==> config.mk <==
export PLATFORM = sky130hd
export DESIGN_NAME = axis_length_counter_flat
export DESIGN_NICKNAME = d
export VERILOG_FILES = /design/src/verilog/axis_converter_pkg.sv /design/src/verilog/fifo_if.sv /design/src/verilog/axis_length_counter.sv /design/src/flat_wrapper.sv
export VERILOG_INCLUDE_DIRS = /design/src /design/src/verilog
export SDC_FILE = /design/constraint.sdc
export NUM_CORES = 1
export LEC_CHECK = 0
export BUFFER_PORTS_ARGS = -buffer_cell sky130_fd_sc_hd__buf_2
export CAP_MARGIN = 20
export CORE_AREA = 2 2 39 41
export DETAILED_ROUTE_END_ITERATION = 8
export DIE_AREA = 0 0 41 43
export PLACE_DENSITY = 0.79
export SLEW_MARGIN = 20
export SYNTH_ARGS = -nofsm -noshare
export SYNTH_HDL_FRONTEND = slang
export SYNTH_SLANG_ARGS = --single-unit
==> constraint.sdc <==
create_clock -name axi_aclk -period 2.9 [get_ports axi_aclk]
set_clock_uncertainty 0.2 [all_clocks]
set_input_delay 0.58 -clock axi_aclk [delete_from_list [all_inputs] [get_ports axi_aclk]]
set_output_delay 0.58 -clock axi_aclk [all_outputs]
set_load 0.01 [all_outputs]
==> src/verilog/axis_converter_cfg.svh <==
`ifndef AXIS_CONVERTER_CFG_SVH
`define AXIS_CONVERTER_CFG_SVH

// Stream widths in bits
`define S_DATA_WIDTH 64
`define M_DATA_WIDTH 32

// Metadata word on tuser
`define USER_WIDTH 128
`define LEN_WIDTH  16
`define PORT_WIDTH 8

`define MAX_PKT_BYTES 1600 // Largest packet accepted

// Depths as address bits. The data FIFO must hold one whole packet
`define DATA_FIFO_DEPTH_BITS $clog2(`MAX_PKT_BYTES / (`S_DATA_WIDTH / 8) + 1)
`define INFO_FIFO_DEPTH_BITS 5

`define DEFAULT_SRC_PORT 8'h01
`define DEFAULT_DST_PORT 8'h04

`endif

==> src/verilog/axis_converter_pkg.sv <==
`default_nettype none

`include "axis_converter_cfg.svh"

package axis_converter_pkg;

   // Strobe vectors of both stream widths
   typedef logic [`S_DATA_WIDTH/8-1:0] s_strb_t;
   typedef logic [`M_DATA_WIDTH/8-1:0] m_strb_t;

   typedef logic [`LEN_WIDTH-1:0] pkt_len_t; // Bytes in one packet

   // One input beat as held in the data FIFO
   typedef struct packed {
      logic                     tlast;
      s_strb_t                  tstrb;
      logic [`S_DATA_WIDTH-1:0] tdata;
   } s_beat_t;

   ////////////////////////////////////////
   // Metadata word, msb first
   ////////////////////////////////////////
   typedef struct packed {
      logic [`USER_WIDTH-2*`PORT_WIDTH-`LEN_WIDTH-1:0] pad;
      logic [`PORT_WIDTH-1:0]                          dst_port;
      logic [`PORT_WIDTH-1:0]                          src_port;
      pkt_len_t                                        len;
   } meta_t;

endpackage

`default_nettype wire

==> src/verilog/fifo_if.sv <==
`timescale 1ns/1ps
`default_nettype none

// Write and read sides of one FIFO
interface fifo_if #(
   parameter type T = logic
);

   logic wr_en;
   T     wr_data;
   logic nearly_full; // At most one slot left

   logic rd_en;       // Pop the head entry
   T     rd_data;     // Head entry, valid while not empty
   logic empty;

   modport writer (output wr_en, output wr_data, input nearly_full);

   modport fifo (
      input  wr_en,
      input  wr_data,
      input  rd_en,
      output nearly_full,
      output rd_data,
      output empty
   );

   modport reader (output rd_en, input rd_data, input empty);

   modport monitor (input wr_en, wr_data, nearly_full, rd_en, rd_data, empty);

endinterface

`default_nettype wire
==> src/verilog/axis_length_counter.sv <==
`timescale 1ns/1ps
`default_nettype none

`include "axis_converter_cfg.svh"

module axis_length_counter
   import axis_converter_pkg::*;
(
   input  wire logic                     axi_aclk,
   input  wire logic                     axi_resetn,

   input  wire logic [`S_DATA_WIDTH-1:0] s_axis_tdata,
   input  wire s_strb_t                  s_axis_tstrb,
   input  wire logic                     s_axis_tvalid,
   input  wire logic                     s_axis_tlast,
   output logic                          s_axis_tready,

   fifo_if.writer                        data_q,
   fifo_if.writer                        info_q
);

   localparam int s_bytes   = `S_DATA_WIDTH / 8;
   localparam int cnt_width = $clog2(s_bytes) + 1; // Holds 0 to s_bytes

   logic [cnt_width-1:0] beat_bytes;
   pkt_len_t             len_sum;  // Bytes of earlier beats in this packet
   pkt_len_t             len_next;
   logic                 beat_xfer;
   s_beat_t              beat;

   ////////////////////////////////////////
   // Byte count of the current beat
   ////////////////////////////////////////
   // Strobes are packed from lane 0, so highest set bit plus one
   always_comb begin
      beat_bytes = '0;
      for (int i = 0; i < s_bytes; i++) begin
         if (s_axis_tstrb[i]) begin
            beat_bytes = cnt_width'(i + 1);
         end
      end
   end

   assign s_axis_tready = !data_q.nearly_full && !info_q.nearly_full;
   assign beat_xfer     = s_axis_tvalid && s_axis_tready;
   assign len_next      = len_sum + pkt_len_t'(beat_bytes);

   // Beat goes straight into the data FIFO
   assign beat.tlast     = s_axis_tlast;
   assign beat.tstrb     = s_axis_tstrb;
   assign beat.tdata     = s_axis_tdata;
   assign data_q.wr_en   = beat_xfer;
   assign data_q.wr_data = beat;

   // Packet length is written with its last beat
   assign info_q.wr_en   = beat_xfer && s_axis_tlast;
   assign info_q.wr_data = len_next;

   always_ff @(posedge axi_aclk) begin
      if (!axi_resetn) begin
         len_sum <= '0;
      end else if (beat_xfer) begin
         len_sum <= s_axis_tlast ? '0 : len_next; // Restart on packet end
      end
   end

   // A packet never ends on an empty beat
   a_last_has_bytes: assert property (
      @(posedge axi_aclk) disable iff (!axi_resetn)
      (beat_xfer && s_axis_tlast) |-> (|s_axis_tstrb)
   );

endmodule

`default_nettype wire

==> src/flat_wrapper.sv <==
// flat-port wrapper written by rule: the top's interface ports become plain ports
module axis_length_counter_flat import axis_converter_pkg::*;
  (axi_aclk, axi_resetn, s_axis_tdata, s_axis_tstrb, s_axis_tvalid, s_axis_tlast, s_axis_tready, data_q_wr_en, data_q_wr_data, data_q_nearly_full, info_q_wr_en, info_q_wr_data, info_q_nearly_full);
  fifo_if data_q_i ();
  fifo_if info_q_i ();
  input  wire logic axi_aclk;
  input  wire logic axi_resetn;
  input  wire logic [`S_DATA_WIDTH-1:0] s_axis_tdata;
  input  wire s_strb_t s_axis_tstrb;
  input  wire logic s_axis_tvalid;
  input  wire logic s_axis_tlast;
  output logic s_axis_tready;
  output wire logic [$bits(data_q_i.wr_en)-1:0] data_q_wr_en;
  output wire logic [$bits(data_q_i.wr_data)-1:0] data_q_wr_data;
  input wire logic [$bits(data_q_i.nearly_full)-1:0] data_q_nearly_full;
  output wire logic [$bits(info_q_i.wr_en)-1:0] info_q_wr_en;
  output wire logic [$bits(info_q_i.wr_data)-1:0] info_q_wr_data;
  input wire logic [$bits(info_q_i.nearly_full)-1:0] info_q_nearly_full;
  assign data_q_wr_en = data_q_i.wr_en;
  assign data_q_wr_data = data_q_i.wr_data;
  assign data_q_i.nearly_full = data_q_nearly_full;
  assign info_q_wr_en = info_q_i.wr_en;
  assign info_q_wr_data = info_q_i.wr_data;
  assign info_q_i.nearly_full = info_q_nearly_full;
  axis_length_counter u_core (.axi_aclk(axi_aclk), .axi_resetn(axi_resetn), .s_axis_tdata(s_axis_tdata), .s_axis_tstrb(s_axis_tstrb), .s_axis_tvalid(s_axis_tvalid), .s_axis_tlast(s_axis_tlast), .s_axis_tready(s_axis_tready), .data_q(data_q_i), .info_q(info_q_i));
endmodule
==> out/metrics.csv <==
metric,value,unit
status,"finished, final reports clean",
grt_pass1_wl,462,um
postSynthAreaPerCell,8.20,um^2
path_clk_slew,0,ns
die_y,43,um
sequentialPowerShare,36.8,%
maxSlewHeadroom,85.6,%
ios,83,
top_usage_layer,met1,
rsz0062_at_grt,no,
worst_slack,0.754,ns
ant_nets,0,
drv_cap,0,
syn_to_final_growth,66.1,%
swShare,30.4,%
dpl_worst_slack,0.743,ns
ys_seq_area_share,13.6,%
yosys_warnings,0,
drc_errors,0,
grt_usage,3.70,%
hpwlAfterDp,377,um
finalWeightedCongestion,0.618,
cts_setup_buffers,0,
worstPathMaxFanout,2,
p_leak,0.117,nW
met2_usage,4.06,%
hold_class,register to register,
synth-seq-cells,1,
layout-drive-gt1-share,73.5,%
grt_max_degree,5,
vias,180,
clock_latency,0,ns
insertedDiodeCount,0,
grt_pass1_vias,125,
period_needed,2.15,ns
core,1380,um^2
path_class,input pin to primary output,
final_common_cell,buf_2,
wl,407,um
reg_top3,u_core.len_sum: 1 flops,
layout_common_cells,"buf_2, nor2b_1",
nFillCells,152,
largest_reg_flops,1,
grtUsageMet3,2.09,%
start_util,10.7,%
fin_setup_tns,0,ns
max_freq,466,MHz
finalHoldViolCount,0,
setup_viol,0,
finalCritPeriodShare,74.0,%
peakVddDrop,0.0715,mV
cellInternalPower,0.0281,mW
regMostFlops,u_core.len_sum,
netlist_area,148,um^2
dieArea,1760,um^2
slew_violations,0,
endpoint_kind,primary output,
clockPowerShare,0,%
tightest_slew,0.216,ns
dieWidth,41,um
cts_resized,0,
yosysUniqueCellTypes,17,
synth.net_count,96,
power.net_switching,0.0123,mW
nets,114,
cp-start-kind,input pin,
pwr-share-comb,63.2,%
crit_arrival,1.37,ns
worst_ep_required_time,2.12,ns
hold_buffers,0,
use_met1,6.35,%
synthCells,18,
grt_overflow,0,
via_per_inst,3.60,
numPortBuffers,17,
drt_iter0_drc,0,
p_per_area,165,nW/um^2
dr.pass1.iters,1,
drt-wirelength-per-cell,8.14,um
antenna_found_initial,0,
rows,14,
[kinds of logic (layout without fill, tap and decap cells)]
family,after synthesis,count (layout),synth area share (%)
and+or+nand+nor,9,9,39.0
AOI/OAI and AO/OA,5,5,33.9
buffers and inverters,2,18,7.63
xor gates and xnor gates,1,1,5.93
DFF,1,1,13.6
[metal layers]
metal	vias up	routed length, um	part of all wire (%)
li1	96	-	-
met1	66	210	52
met2	18	102	25
met3	0	94	23
met4	0	0	0
met5	-	0	0
[critical path, stage by stage]
cell	delay [ns]
buf_2	0.10
nor3_2	0.19
o21ai_2	0.08
o21a_2	0.14
xnor2_1	0.13
buf_2	0.15
[power groups by stage]
| stage | Sequential [mW] | Clock [mW] | Combinational, mW |
|---|---|---|---|
| floorplan | 0.0148 | 0 | 0.0126 |
| global placement | 0.0148 | 0 | 0.0249 |
| detailed placement | 0.0149 | 0 | 0.0256 |
| CTS | 0.0149 | 0 | 0.0257 |
| global route | 0.0149 | 0 | 0.0279 |
| finish | 0.0149 | 0 | 0.0255 |
[metrics by stage]
| step | std cells | utilization [%] | total power [mW] | instance area (um^2) | hold slack (ns) |
|---|---|---|---|---|---|
| floorplan | 18 | - | 0.0274 | 148 | 0.327 |
| global placement | 50 | 17.7 | 0.0397 | 245 | 0.343 |
| detailed placement | 50 | 17.7 | 0.0405 | 245 | 0.362 |
| CTS | 50 | 17.7 | 0.0406 | 245 | 0.361 |
| global route | 50 | 17.7 | 0.0428 | 245 | 0.392 |
| finish | 50 | 17.7 | 0.0404 | 245 | 0.366 |
[synthesized netlist by cell type]
| master | count | area, um^2 |
|---|---|---|
| inv_1 | 1 | 3.75 |
| o21a_2 | 1 | 8.76 |
| xnor2_1 | 1 | 8.76 |
| and3_2 | 1 | 7.51 |
| dfxtp_1 | 1 | 20.0 |
| buf_4 | 1 | 7.51 |
| nor2_1 | 1 | 3.75 |
| a21oi_2 | 1 | 8.76 |
| and2_4 | 1 | 8.76 |
| nand3_1 | 1 | 5.00 |
| nand2_1 | 1 | 3.75 |
| nor2b_1 | 2 | 12.5 |
| o21ai_2 | 1 | 8.76 |
| o2111ai_1 | 1 | 8.76 |
| o221ai_2 | 1 | 15.0 |
| nor2_2 | 1 | 6.26 |
| nor3_2 | 1 | 10.0 |
[cell type report]
| cell class | count | area [um^2] | share of cell area [%] |
|---|---|---|---|
| repair buffers | 17 | 85.1 | 34.7 |
| flip-flops and latches | 1 | 20.0 | 8.16 |
| well taps | 16 | 20.0 | 8.16 |
| inverters | 1 | 3.75 | 1.53 |
| multi-input cells | 15 | 116 | 47.4 |
[path summary, 6_finish.rpt]
path | slack (ns) | endpoint | cells after the start | startpoint
setup / recovery | 0.75 | info_q_wr_data | 6 | s_axis_tstrb[3]
hold / removal | 0.37 | u_core.len_sum[0] | 2 | u_core.len_sum[0]
setup reg to reg | 1.87 | u_core.len_sum[0] | 3 | u_core.len_sum[0]
hold reg to reg | 0.37 | u_core.len_sum[0] | 2 | u_core.len_sum[0]
Note: power is estimated with default switching activity, not from simulation.
